===== src/source/cpu_pkg.sv =====
`default_nettype none

package cpu_pkg;

	localparam int ISSUE_NUM = 2;
	localparam int BUF_DEPTH = 4;

	// primary opcodes and fields the decoder cares about
	localparam logic [5:0]  OPC_SPECIAL  = 6'b000000;
	localparam logic [5:0]  OPC_SPECIAL2 = 6'b011100;
	localparam logic [5:0]  OPC_COP0     = 6'b010000;
	localparam logic [2:0]  OPC_IMM_GRP   = 3'b001;  // addi .. lui
	localparam logic [2:0]  OPC_LOAD_GRP  = 3'b100;  // lb .. lwr
	localparam logic [2:0]  OPC_STORE_GRP = 3'b101;  // sb .. swr
	localparam logic [4:0]  COP0_MF      = 5'b00000;
	localparam logic [4:0]  COP0_MT      = 5'b00100;
	localparam logic [5:0]  FUNCT_ERET   = 6'b011000;
	localparam logic [31:0] SSNOP_WORD   = 32'h0000_0040;

	typedef logic [31:0] uint32_t;
	typedef logic [4:0]  reg_addr_t;

	// zero is the bubble encoding
	typedef enum logic [3:0] {
		OP_NOP = 4'd0,
		OP_ALU,
		OP_LOAD,
		OP_STORE,
		OP_HILO,
		OP_SSNOP,
		OP_PRIV,
		OP_ERET
	} op_t;

	typedef struct packed {
		logic [5:0] opcode;
		reg_addr_t  rs;
		reg_addr_t  rt;
		reg_addr_t  rd;
		logic [4:0] shamt;
		logic [5:0] funct;
	} r_fmt_t;

	typedef struct packed {
		logic [5:0]  opcode;
		reg_addr_t   rs;
		reg_addr_t   rt;
		logic [15:0] imm;
	} i_fmt_t;

	typedef union packed {
		r_fmt_t  r;
		i_fmt_t  i;
		uint32_t raw;
	} instr_word_u;

	typedef struct packed {
		logic    valid;
		uint32_t pc;
		uint32_t instr;
	} fetch_entry_t;

	typedef struct packed {
		logic      valid;
		uint32_t   pc;
		op_t       op;
		reg_addr_t rs1;
		reg_addr_t rs2;
		reg_addr_t rd;  // zero when nothing is written
		logic      is_load;
		logic      is_store;
		logic      is_priv;
		logic      is_hilo;
		logic      is_ssnop;
	} decoded_instr_t;

	typedef logic [$clog2(ISSUE_NUM+1)-1:0] issue_count_t;

endpackage

`default_nettype wire

===== src/source/dual_issue_core.sv =====
`default_nettype none
`timescale 1ns/1ps

module dual_issue_core (
	input  logic                                             clk,
	input  logic                                             arst_n,
	input  logic                                             fetch_push,
	input  cpu_pkg::fetch_entry_t   [cpu_pkg::ISSUE_NUM-1:0] fetch_pair,
	input  logic                                             delayslot_not_exec,
	output logic                                             buf_full,
	output logic                                             buf_empty,
	output cpu_pkg::decoded_instr_t [cpu_pkg::ISSUE_NUM-1:0] ex_instr
);

	cpu_pkg::fetch_entry_t   [cpu_pkg::ISSUE_NUM-1:0] head_entries;
	cpu_pkg::decoded_instr_t [cpu_pkg::ISSUE_NUM-1:0] id_decoded;
	cpu_pkg::decoded_instr_t [cpu_pkg::ISSUE_NUM-1:0] issue_instr;
	cpu_pkg::issue_count_t                            issue_num;
	logic                                             stall_req;

	issue_buffer issue_buffer_i (
		.clk          (clk),
		.arst_n       (arst_n),
		.push         (fetch_push),
		.push_pair    (fetch_pair),
		.pop_num      (issue_num),
		.stall        (stall_req),
		.head_entries (head_entries),
		.full         (buf_full),
		.empty        (buf_empty)
	);

	for (genvar i = 0; i < cpu_pkg::ISSUE_NUM; i++) begin : gen_dec
		instr_decoder instr_decoder_i (
			.instr   (head_entries[i]),
			.decoded (id_decoded[i])
		);
	end

	// ex_instr loops back so hazards see what really entered execute
	instr_issue instr_issue_i (
		.fetch_entry        (head_entries),
		.id_decoded         (id_decoded),
		.ex_decoded         (ex_instr),
		.delayslot_not_exec (delayslot_not_exec),
		.issue_instr        (issue_instr),
		.issue_num          (issue_num),
		.stall_req          (stall_req)
	);

	ex_stage_reg ex_stage_reg_i (
		.clk         (clk),
		.arst_n      (arst_n),
		.stall       (stall_req),
		.issue_instr (issue_instr),
		.ex_instr    (ex_instr)
	);

endmodule

`default_nettype wire


===== src/source/ex_stage_reg.sv =====
`default_nettype none
`timescale 1ns/1ps

module ex_stage_reg (
	input  logic                                             clk,
	input  logic                                             arst_n,
	input  logic                                             stall,
	input  cpu_pkg::decoded_instr_t [cpu_pkg::ISSUE_NUM-1:0] issue_instr,
	output cpu_pkg::decoded_instr_t [cpu_pkg::ISSUE_NUM-1:0] ex_instr
);

	// a stalled cycle enters execute as an all-zero bubble
	always_ff @(posedge clk or negedge arst_n) begin
		if (!arst_n)
			ex_instr <= '0;
		else if (stall)
			ex_instr <= '0;
		else
			ex_instr <= issue_instr;
	end

endmodule

`default_nettype wire


===== src/source/issue_buffer.sv =====
`default_nettype none
`timescale 1ns/1ps

module issue_buffer (
	input  logic                                           clk,
	input  logic                                           arst_n,
	input  logic                                           push,
	input  cpu_pkg::fetch_entry_t [cpu_pkg::ISSUE_NUM-1:0] push_pair,
	input  cpu_pkg::issue_count_t                          pop_num,
	input  logic                                           stall,
	output cpu_pkg::fetch_entry_t [cpu_pkg::ISSUE_NUM-1:0] head_entries,
	output logic                                           full,
	output logic                                           empty
);

	cpu_pkg::fetch_entry_t                     mem [cpu_pkg::BUF_DEPTH];
	logic [$clog2(cpu_pkg::BUF_DEPTH)-1:0]     rd_ptr;
	logic [$clog2(cpu_pkg::BUF_DEPTH)-1:0]     wr_ptr;
	logic [$clog2(cpu_pkg::BUF_DEPTH)-1:0]     wr_ptr_nxt;
	logic [$clog2(cpu_pkg::BUF_DEPTH+1)-1:0]   count;
	cpu_pkg::fetch_entry_t                     wr_first;
	cpu_pkg::issue_count_t                     push_cnt;
	cpu_pkg::issue_count_t                     pop_cnt;
	logic                                      accept;

	assign accept     = push && !full;  // a push while full is lost
	assign wr_ptr_nxt = wr_ptr + 1'b1;

	// squeeze out an invalid slot 0 so the ring stays in program order
	assign wr_first = push_pair[0].valid ? push_pair[0] : push_pair[1];
	assign push_cnt = accept ? 2'(push_pair[0].valid) + 2'(push_pair[1].valid) : 2'd0;
	assign pop_cnt  = stall ? 2'd0 : pop_num;

	always_ff @(posedge clk) begin
		if (push_cnt != '0)
			mem[wr_ptr] <= wr_first;
		if (push_cnt == 2'd2)
			mem[wr_ptr_nxt] <= push_pair[1];
	end

	always_ff @(posedge clk or negedge arst_n) begin
		if (!arst_n) begin
			rd_ptr <= '0;
			wr_ptr <= '0;
			count  <= '0;
		end else begin
			wr_ptr <= wr_ptr + push_cnt;
			rd_ptr <= rd_ptr + pop_cnt;
			count  <= count + push_cnt - pop_cnt;
		end
	end

	for (genvar i = 0; i < cpu_pkg::ISSUE_NUM; i++) begin : gen_head
		logic [$clog2(cpu_pkg::BUF_DEPTH)-1:0] idx;

		assign idx             = rd_ptr + 2'(i);  // wraps around the ring
		assign head_entries[i] = (count > i) ? mem[idx] : '0;
	end

	// room for a whole pair is needed before fetch may push again
	assign full  = count > cpu_pkg::BUF_DEPTH - cpu_pkg::ISSUE_NUM;
	assign empty = count == '0;

endmodule

`default_nettype wire


===== src/source/instr_issue.sv =====
`default_nettype none
`timescale 1ns/1ps

// two slots only, the drop rules below compare slot 0 against slot 1
module instr_issue (
	input  cpu_pkg::fetch_entry_t   [cpu_pkg::ISSUE_NUM-1:0] fetch_entry,
	input  cpu_pkg::decoded_instr_t [cpu_pkg::ISSUE_NUM-1:0] id_decoded,
	input  cpu_pkg::decoded_instr_t [cpu_pkg::ISSUE_NUM-1:0] ex_decoded,
	input  logic                                             delayslot_not_exec,
	output cpu_pkg::decoded_instr_t [cpu_pkg::ISSUE_NUM-1:0] issue_instr,
	output cpu_pkg::issue_count_t                            issue_num,
	output logic                                             stall_req
);

	logic [cpu_pkg::ISSUE_NUM-1:0] id_valid;
	logic [cpu_pkg::ISSUE_NUM-1:0] load_use;
	logic [cpu_pkg::ISSUE_NUM-1:0] mem_access;
	logic [cpu_pkg::ISSUE_NUM-1:0] hilo_access;
	logic [cpu_pkg::ISSUE_NUM-1:0] ssnop;
	logic [cpu_pkg::ISSUE_NUM-1:0] priv;
	logic [cpu_pkg::ISSUE_NUM-1:0] ex_priv;
	logic                          slot1_drop;
	logic                          eret_wait;

	function automatic logic load_hazard(
		input cpu_pkg::decoded_instr_t id,
		input cpu_pkg::decoded_instr_t ex
	);
		return ex.is_load && ex.rd != '0 && (id.rs1 == ex.rd || id.rs2 == ex.rd);
	endfunction

	// consumer reads what producer writes in the same pair
	function automatic logic raw_dep(
		input cpu_pkg::decoded_instr_t producer,
		input cpu_pkg::decoded_instr_t consumer
	);
		return producer.rd != '0
			&& (consumer.rs1 == producer.rd || consumer.rs2 == producer.rd);
	endfunction

	for (genvar i = 0; i < cpu_pkg::ISSUE_NUM; i++) begin : gen_slot
		assign id_valid[i]    = fetch_entry[i].valid;
		assign mem_access[i]  = id_decoded[i].is_load | id_decoded[i].is_store;
		assign hilo_access[i] = id_decoded[i].is_hilo;
		assign ssnop[i]       = id_decoded[i].is_ssnop;
		assign priv[i]        = id_decoded[i].is_priv;
		assign ex_priv[i]     = ex_decoded[i].is_priv;
	end

	always_comb begin
		load_use = '0;
		for (int i = 0; i < cpu_pkg::ISSUE_NUM; i++) begin
			for (int j = 0; j < cpu_pkg::ISSUE_NUM; j++)
				load_use[i] |= load_hazard(id_decoded[i], ex_decoded[j]);
		end
		load_use &= id_valid;  // invalid slots carry no hazard
	end

	assign slot1_drop = !id_valid[1]
		|| raw_dep(id_decoded[0], id_decoded[1])
		|| &mem_access
		|| &hilo_access
		|| delayslot_not_exec   // mispredicted branch, delay slot still pending
		|| |ssnop
		|| |priv;

	assign eret_wait = id_decoded[0].op == cpu_pkg::OP_ERET && |ex_priv;

	assign stall_req = load_use[0]
		| eret_wait
		| (load_use[1] & ~slot1_drop)
		| (id_valid == '0);

	always_comb begin
		issue_instr = id_decoded;
		issue_num   = 2'd2;
		if (slot1_drop) begin
			issue_instr[1] = '0;
			issue_num      = 2'd1;
		end
	end

endmodule

`default_nettype wire


===== src/source/instr_decoder.sv =====
`default_nettype none
`timescale 1ns/1ps

module instr_decoder (
	input  cpu_pkg::fetch_entry_t   instr,
	output cpu_pkg::decoded_instr_t decoded
);

	cpu_pkg::instr_word_u word;
	logic                 is_cop0;
	logic                 is_load;
	logic                 is_store;
	logic                 is_hilo;
	logic                 is_eret;

	assign word     = instr.instr;
	assign is_cop0  = word.i.opcode == cpu_pkg::OPC_COP0;
	assign is_load  = word.i.opcode[5:3] == cpu_pkg::OPC_LOAD_GRP;
	assign is_store = word.i.opcode[5:3] == cpu_pkg::OPC_STORE_GRP;
	assign is_eret  = is_cop0 && word.raw[25] && word.r.funct == cpu_pkg::FUNCT_ERET;

	// mfhi/mthi/mflo/mtlo/mult/div, then madd/msub and unsigned forms
	assign is_hilo =
		(word.r.opcode == cpu_pkg::OPC_SPECIAL && word.r.funct[5:4] == 2'b01
			&& !word.r.funct[2])
		|| (word.r.opcode == cpu_pkg::OPC_SPECIAL2 && word.r.funct[5:3] == 3'b000
			&& !word.r.funct[1]);

	always_comb begin
		decoded = '0;
		if (instr.valid) begin
			decoded.valid = 1'b1;
			decoded.pc    = instr.pc;

			// register fields depend on the format
			if (word.r.opcode == cpu_pkg::OPC_SPECIAL
					|| word.r.opcode == cpu_pkg::OPC_SPECIAL2) begin
				decoded.rs1 = word.r.rs;
				decoded.rs2 = word.r.rt;
				decoded.rd  = word.r.rd;
			end else if (is_cop0) begin
				if (word.r.rs == cpu_pkg::COP0_MF)
					decoded.rd = word.r.rt;  // mfc0 writes rt
				else if (word.r.rs == cpu_pkg::COP0_MT)
					decoded.rs2 = word.r.rt;
			end else if (is_load || word.i.opcode[5:3] == cpu_pkg::OPC_IMM_GRP) begin
				decoded.rs1 = word.i.rs;
				decoded.rd  = word.i.rt;
			end else begin
				// stores and branches read both, write none
				decoded.rs1 = word.i.rs;
				decoded.rs2 = word.i.rt;
			end

			decoded.is_load  = is_load;
			decoded.is_store = is_store;
			decoded.is_hilo  = is_hilo;
			decoded.is_priv  = is_cop0;
			decoded.is_ssnop = word.raw == cpu_pkg::SSNOP_WORD;

			if (word.raw == '0)
				decoded.op = cpu_pkg::OP_NOP;
			else if (decoded.is_ssnop)
				decoded.op = cpu_pkg::OP_SSNOP;
			else if (is_eret)
				decoded.op = cpu_pkg::OP_ERET;
			else if (is_cop0)
				decoded.op = cpu_pkg::OP_PRIV;
			else if (is_load)
				decoded.op = cpu_pkg::OP_LOAD;
			else if (is_store)
				decoded.op = cpu_pkg::OP_STORE;
			else if (is_hilo)
				decoded.op = cpu_pkg::OP_HILO;
			else
				decoded.op = cpu_pkg::OP_ALU;
		end
	end

endmodule

`default_nettype wire


===== config.mk =====
export PLATFORM = sky130hd
export DESIGN_NAME = dual_issue_core
export DESIGN_NICKNAME = d
export VERILOG_FILES = /design/src/source/cpu_pkg.sv /design/src/source/dual_issue_core.sv /design/src/source/ex_stage_reg.sv /design/src/source/issue_buffer.sv /design/src/source/instr_issue.sv /design/src/source/instr_decoder.sv
export SDC_FILE = /design/constraint.sdc
export NUM_CORES = 1
export LEC_CHECK = 0
export ABC_AREA = 1
export ABC_CLOCK_PERIOD_IN_PS = 7400
export BUFFER_PORTS_ARGS = -buffer_cell sky130_fd_sc_hd__buf_2
export CELL_PAD_IN_SITES_DETAIL_PLACEMENT = 1
export CELL_PAD_IN_SITES_GLOBAL_PLACEMENT = 2
export CORE_MARGIN = 5
export CORE_UTILIZATION = 36
export CTS_BUF_LIST = sky130_fd_sc_hd__clkbuf_4 sky130_fd_sc_hd__clkbuf_8
export DETAILED_ROUTE_END_ITERATION = 6
export PLACE_DENSITY_LB_ADDON = 0.25
export SYNTH_ARGS = -nofsm -noshare
export SYNTH_HDL_FRONTEND = slang
export SYNTH_SLANG_ARGS = --single-unit

===== constraint.sdc =====
create_clock -name clk -period 7.4 [get_ports clk]
set_input_delay 1.48 -clock clk [delete_from_list [all_inputs] [get_ports clk]]
set_output_delay 1.48 -clock clk [all_outputs]
set_load 0.005 [all_outputs]

Word-level counts from Yosys, hierarchy flattened
Memory sizes are Yosys's and may differ from the RTL's. Index checks and enable logic that the tools add are counted.

Bits in registers: 121. Memory bits (writable): 260. Input bits: 134. Memories: 1.

Memories: issue_buffer_i.mem (words 4, width 65, rd ports 2, clocked after memory_dff 0, wr ports 2, line issue_buffer.sv:16) `cpu_pkg::fetch_entry_t mem [cpu_pkg::BUF_DEPTH];`.

Add/sub/neg operators: 7. Order comparisons: 3. Equal/unequal tests: 30. Multiplexer cells: 44. Bitwise gates (word level): 10. Reductions and logical operators: 63.

Operators with widths (count): $mux W65 (3); $mux W57 (3); $mux W114 (1); $eq A32 B7 Y1 const B (2); $logic_not A32 Y1 (2); $mux W5 (12); $eq A5 B5 Y1 (10); $mux W4 (12); $eq A6 B5 Y1 const B (6); $mux W15 (2); $logic_and A1 B1 Y1 (21); $mux W10 (2); $logic_or A1 B1 Y1 (17); $reduce_bool A5 Y1 (3); $eq A3 B3 Y1 const B (4); $logic_not A6 Y1 (2); $eq A5 B3 Y1 const B (2); $logic_not A5 Y1 (2); $logic_not A3 Y1 (3); $or A1 B1 Y1 (7); $eq A3 B1 Y1 const B (2); $gt A3 B1 Y1 const B (2); $logic_not A1 Y1 (6); $mux W2 (3); other kinds (18) (28).

Depth between registers and ports, before layout
An unclocked memory read counts as a cell.

Depth after elaboration: 30. Depth in mapped cells: 30. Depth with buffers taken out: 28.

By module
Synthesis repeated with hierarchy kept, for this count alone.

Cells, all modules: 3522. Area, all modules: 25185.4 um2.

Modules (own cells, without submodules): issue_buffer (instances 1, cells an instance 2335, area an instance 17212.8 um2, seq. area each 7982.7 um2); ex_stage_reg (instances 1, cells an instance 355, area an instance 3902.5 um2, seq. area each 2852.7 um2); instr_issue (instances 1, cells an instance 386, area an instance 2168.3 um2, seq. area each 0.0 um2); instr_decoder (instances 2, cells an instance 223, area an instance 950.9 um2, seq. area each 0.0 um2).

Worst setup path before layout
OpenSTA, ideal clock, no wires.

Kind: input -> register. From: input port fetch_pair[64] in the netlist's numbering. To: memory issue_buffer_i.mem[3][0] in the netlist's numbering (enable). Library setup time: 0.584 ns. Arrival time: 7.681 ns. Data required time: 6.816 ns. Slack: -0.865 ns. Cell stages on the path: 9. Path through: clkbuf_1 clkbuf_1 clkbuf_1 inv_1 ha_1 inv_1 nor2_1 nor2_1 o31ai_1.

RTL lines: from (decl) (line dual_issue_core.sv:8) `input cpu_pkg::fetch_entry_t [cpu_pkg::ISSUE_NUM-1:0] fetch_pair,`; to (decl) (line issue_buffer.sv:16).

Worst setup path after layout
From: register issue_buffer_i.rd_ptr[0] in the netlist's numbering. To: register issue_buffer_i.count[2] in the netlist's numbering.

Cells in the longest elaborated chain, start to end: 24. Elaborated cells on any way between the ends: 119.

RTL lines: from (decl) (line issue_buffer.sv:17) `logic [$clog2(cpu_pkg::BUF_DEPTH)-1:0] rd_ptr;`; from (signal assigned) (line issue_buffer.sv:48) `rd_ptr <= rd_ptr + pop_cnt;`; $add A2 B1 Y2 (line issue_buffer.sv:56) `assign idx = rd_ptr + 2'(i);`; $mem_v2 Z4 W65 (*); $mux W65 (line issue_buffer.sv:57) `assign head_entries[i] = (count > i) ? mem[idx] : '0;`; $eq A5 B3 Y1, or another cell as far along (line instr_decoder.sv:44) `else if (word.r.rs == cpu_pkg::COP0_MT)`; $mux W5 / $logic_or A1 B1 Y1 (equally long branches) (line instr_decoder.sv:44, instr_decoder.sv:46); $mux W5 (on tied branches) (line instr_decoder.sv:42, instr_decoder.sv:46); $mux W10 (line instr_decoder.sv:41) `end else if (is_cop0) begin`; $mux W15 (line instr_decoder.sv:36) `if (word.r.opcode == cpu_pkg::OPC_SPECIAL`; (+8 left out); $logic_or A1 B1 Y1 (line instr_issue.sv:64) `|| |ssnop`; $logic_or A1 B1 Y1 (line instr_issue.sv:65) `|| |priv;`; $not A1 Y1 (line instr_issue.sv:71) `| (load_use[1] & ~slot1_drop)`; $and A1 B1 Y1 (line instr_issue.sv:71); $or A1 B1 Y1 (line instr_issue.sv:71); $or A1 B1 Y1 (line instr_issue.sv:72) `| (id_valid == '0);`; $mux W2 (*) (line issue_buffer.sv:32) `assign pop_cnt = stall ? 2'd0 : pop_num;`; $sub A3 B2 Y3 (*) (line issue_buffer.sv:49) `count <= count + push_cnt - pop_cnt;`; to (signal assigned) (line issue_buffer.sv:49); to (decl) (line issue_buffer.sv:20) `logic [$clog2(cpu_pkg::BUF_DEPTH+1)-1:0] count;`.

Mark *: on every way between the ends. The rest lies on a longest branch, timed or not.

==> impl_metrics.ini <==
[cts]
clk_latency_ps = 680
holdBufCountCts = 0
cts_max_path_buffers = 3
ctsResizeCount = 0
cts_buffers = 72
cts_tree = done
clock-sinks = 379
clock-root-buffer = clkbuf_8
clk_pin_slew_ps = 60
htreeDepth = 3
cts_setup_buffers = 0

[detailed_routing]
drcViolationCount = 0
vias = 18700
viasPerCell = 5.36
wl_per_cell_um = 22.1
drt_first_pass_iters = 6
ant_nets = 0
drt_iter0_drc = 1308
drt-total-wl_um = 77400

[synthesis]
syn-mean-instance-area_um2 = 8.34
yosysUniqueCellTypes = 52
synth_cells = 2476
async_flop_share_pct = 31.4
seq_area_frac_synth_pct = 52.2
yosysMostFrequentCell = nand2_1
netlist_top_cells_count = 682 x nand2_1, 354 x o21ai_0, 263 x inv_1, 260 x edfxtp_1, 184 x nor2_1
synth_top_area_cell = edfxtp_1
synth-main-ff-cell = edfxtp_1
yosys_warnings = 0
syn_area_um2 = 20700
synth_enable_flop_cells = 260
synth_area_leaders = edfxtp_1 38%, dfrtp_1 14%, nand2_1 12%
synth_top_cell_area_share_pct = 37.8
ys_ff_latch = 379

[min_path]
hp-start = issue_buffer_i.mem[2][62]
min_to = ex_stage_reg_i.ex_instr[111]
min_path_type = reg -> reg
min_path_cells = 2

[placed_design]
placedCellCount = 3360
place_ws_ps = 1770
gp_congestion = 0.885
dp_hpwl_um = 53600
io_buffers = 247

[setup_path]
crit_type = reg -> reg
required_ps = 7970
critPathMostFrequentCell = nand2_1
worst_r2r_path_depth = 24
cp_max_fo = 35
cp_slowest_cell = dfrtp_1
crit_chain = nor2_8 -> inv_2 -> nand2_1 -> nand2_1 -> nand2_2 -> nand2_1 -> nor2_1 -> nand2_1 -> nand3_1 -> nand2_2 -> nand2_1 -> xor2_1 -> nor2_1 -> nand2_1 -> nand2_1 -> nand2_1 -> nand2_1 -> nand3_4 -> nand4_4 -> inv_1 -> fa_1 -> fa_1 -> xnor2_1 -> xor2_1
worst_path_largest_cell_delay_ps = 1010
cp-start-kind = flip-flop
reg2reg_to = issue_buffer_i.count[2]
r2r-start = issue_buffer_i.rd_ptr[0]
cp-end-kind = flip-flop
rrSetupSlack_ps = 1700
crit_arrival_ps = 6270

[timing]
worstMarginPinSlew_ps = 1020
tns_ps = 0
fin_crit_sh_pct = 77.0
skew_ps = 51.2
layout_min_cycle_time_ps = 5700
hold_violations = 0
grt_setup_unrepaired = no
slew_viol_final = 0
postLayoutSetupSlackWorst_ps = 1700
max-slew-margin-rel_pct = 31.8
max_freq_ghz = 0.176
setup_violations = 0

[die]
initial_core_util_pct = 36.5
num_rows = 87
die_h_um = 250
die_area_um2 = 62300
ioPinCount = 250
fp.coreArea_um2 = 56600
die_x_um = 250

[power]
powerDensity_nw_per_um2 = 411
ir_worst_vdd_uv = 228
p_leak_nw = 11.3
totalPowerFinal_w = 0.00990

[global_route]
grt_pass1_vias = 19700
grt_remaining_overflow = 0
antenna_found_initial = 1
grt_pass1_wl_um = 118000
grt_max_degree = 95
track_usage_pct = 24.0

[finish]
nNetsFinal = 2818
drive_gt1_share_pct = 17.9
layout.cells.non_filler = 3495
utilization_pct = 42.6
syn_to_final_growth_pct = 16.7

[run_status]
outcome = complete, no violations

[flow_run]
cap_viol_max_count = 0
[flip-flops by register name (all words and copies together), names as in the netlist]
name and count:
ex_stage_reg_i.ex_instr 112, issue_buffer_i.count 3, issue_buffer_i.mem 260, issue_buffer_i.rd_ptr 2, issue_buffer_i.wr_ptr 2
[critical path, delay by kind of cell, from the launching register on]
kind / cells / cell delay, ps
AND/OR/NAND/NOR: 17 / 2500
flip-flops: 1 / 1010
adder cells (fa/ha/maj): 2 / 870
buffers and inverters: 2 / 660
XOR/XNOR: 3 / 510
[layer usage]
metal	share of wire [%]	GRT usage, %	up-vias
met2	49	41.4	479
met4	2.4	7.15	0
met1	44	31.7	9376
li1	-	-	8773
met5	0	0	-
met3	4.4	3.35	115
[cell families (layout without fill, tap and decap cells)]
group,Yosys count,in the layout,share of synthesized area [%]
adders and majority gates,6,6,0.436
and+or+nand+nor,1070,1070,21.8
DFF,379,379,52.2
AOI/OAI and AO/OA,576,576,16.1
buffers and inverters,425,684,8.61
other,1,5,0.0182
xor gates and xnor gates,19,19,0.806
[power breakdown]
part           total [W]  switching (W)  leakage [nW]  internal [W]
sequential       0.00291       0.000216          3.98       0.00269
clock            0.00237       0.000976         0.880       0.00140
combinational    0.00461        0.00330          6.42       0.00131
[per-stage QoR]
stage | hold slack [ps] | cell area (µm²)
floorplan | 516 | 20700
global placement | 531 | 22400
finish | 554 | 24100
CTS | 561 | 24100
detailed placement | 547 | 22400
global route | 590 | 24100
[final cells by class]
| class | count | area [µm²] |
|---|---|---|
| Tap cell | 756 | 946 |
| Inverter | 277 | 1040 |
| Clock buffer | 108 | 1360 |
| Sequential cell | 379 | 10800 |
| Clock inverter | 26 | 302 |
| Fill cell | 6827 | 32500 |
| Antenna cell | 1 | 2.50 |
| Timing Repair Buffer | 273 | 1470 |
| Multi-Input combinational cell | 1675 | 8200 |
[layout by cell type, fill, tap and decap left out, types with 25 or more instances in the layout]
| cell type | n |
|---|---|
| nand2_1 | 675 |
| o21ai_0 | 354 |
| inv_1 | 263 |
| edfxtp_1 | 260 |
| buf_2 | 245 |
| nor2_1 | 183 |
| dfrtp_1 | 119 |
| o22ai_1 | 98 |
| nand3_1 | 89 |
| clkbuf_8 | 88 |
| a221oi_1 | 66 |
| nor2_2 | 30 |
| nand4_1 | 29 |
| buf_4 | 25 |
[how the worst max path moves through the flow]
stage | start | endpoint | cells after the start
after floorplan | fetch_pair[64] | issue_buffer_i.mem[3][0] | 9
after global routing | issue_buffer_i.rd_ptr[0] | issue_buffer_i.count[2] | 24
final | issue_buffer_i.rd_ptr[0] | issue_buffer_i.count[2] | 24
after global placement | issue_buffer_i.rd_ptr[0] | issue_buffer_i.count[2] | 22
after CTS | issue_buffer_i.rd_ptr[0] | ex_stage_reg_i.ex_instr[47] | 23
after detailed placement | issue_buffer_i.rd_ptr[0] | ex_stage_reg_i.ex_instr[55] | 23
Note: power is estimated with default switching activity, not from simulation.
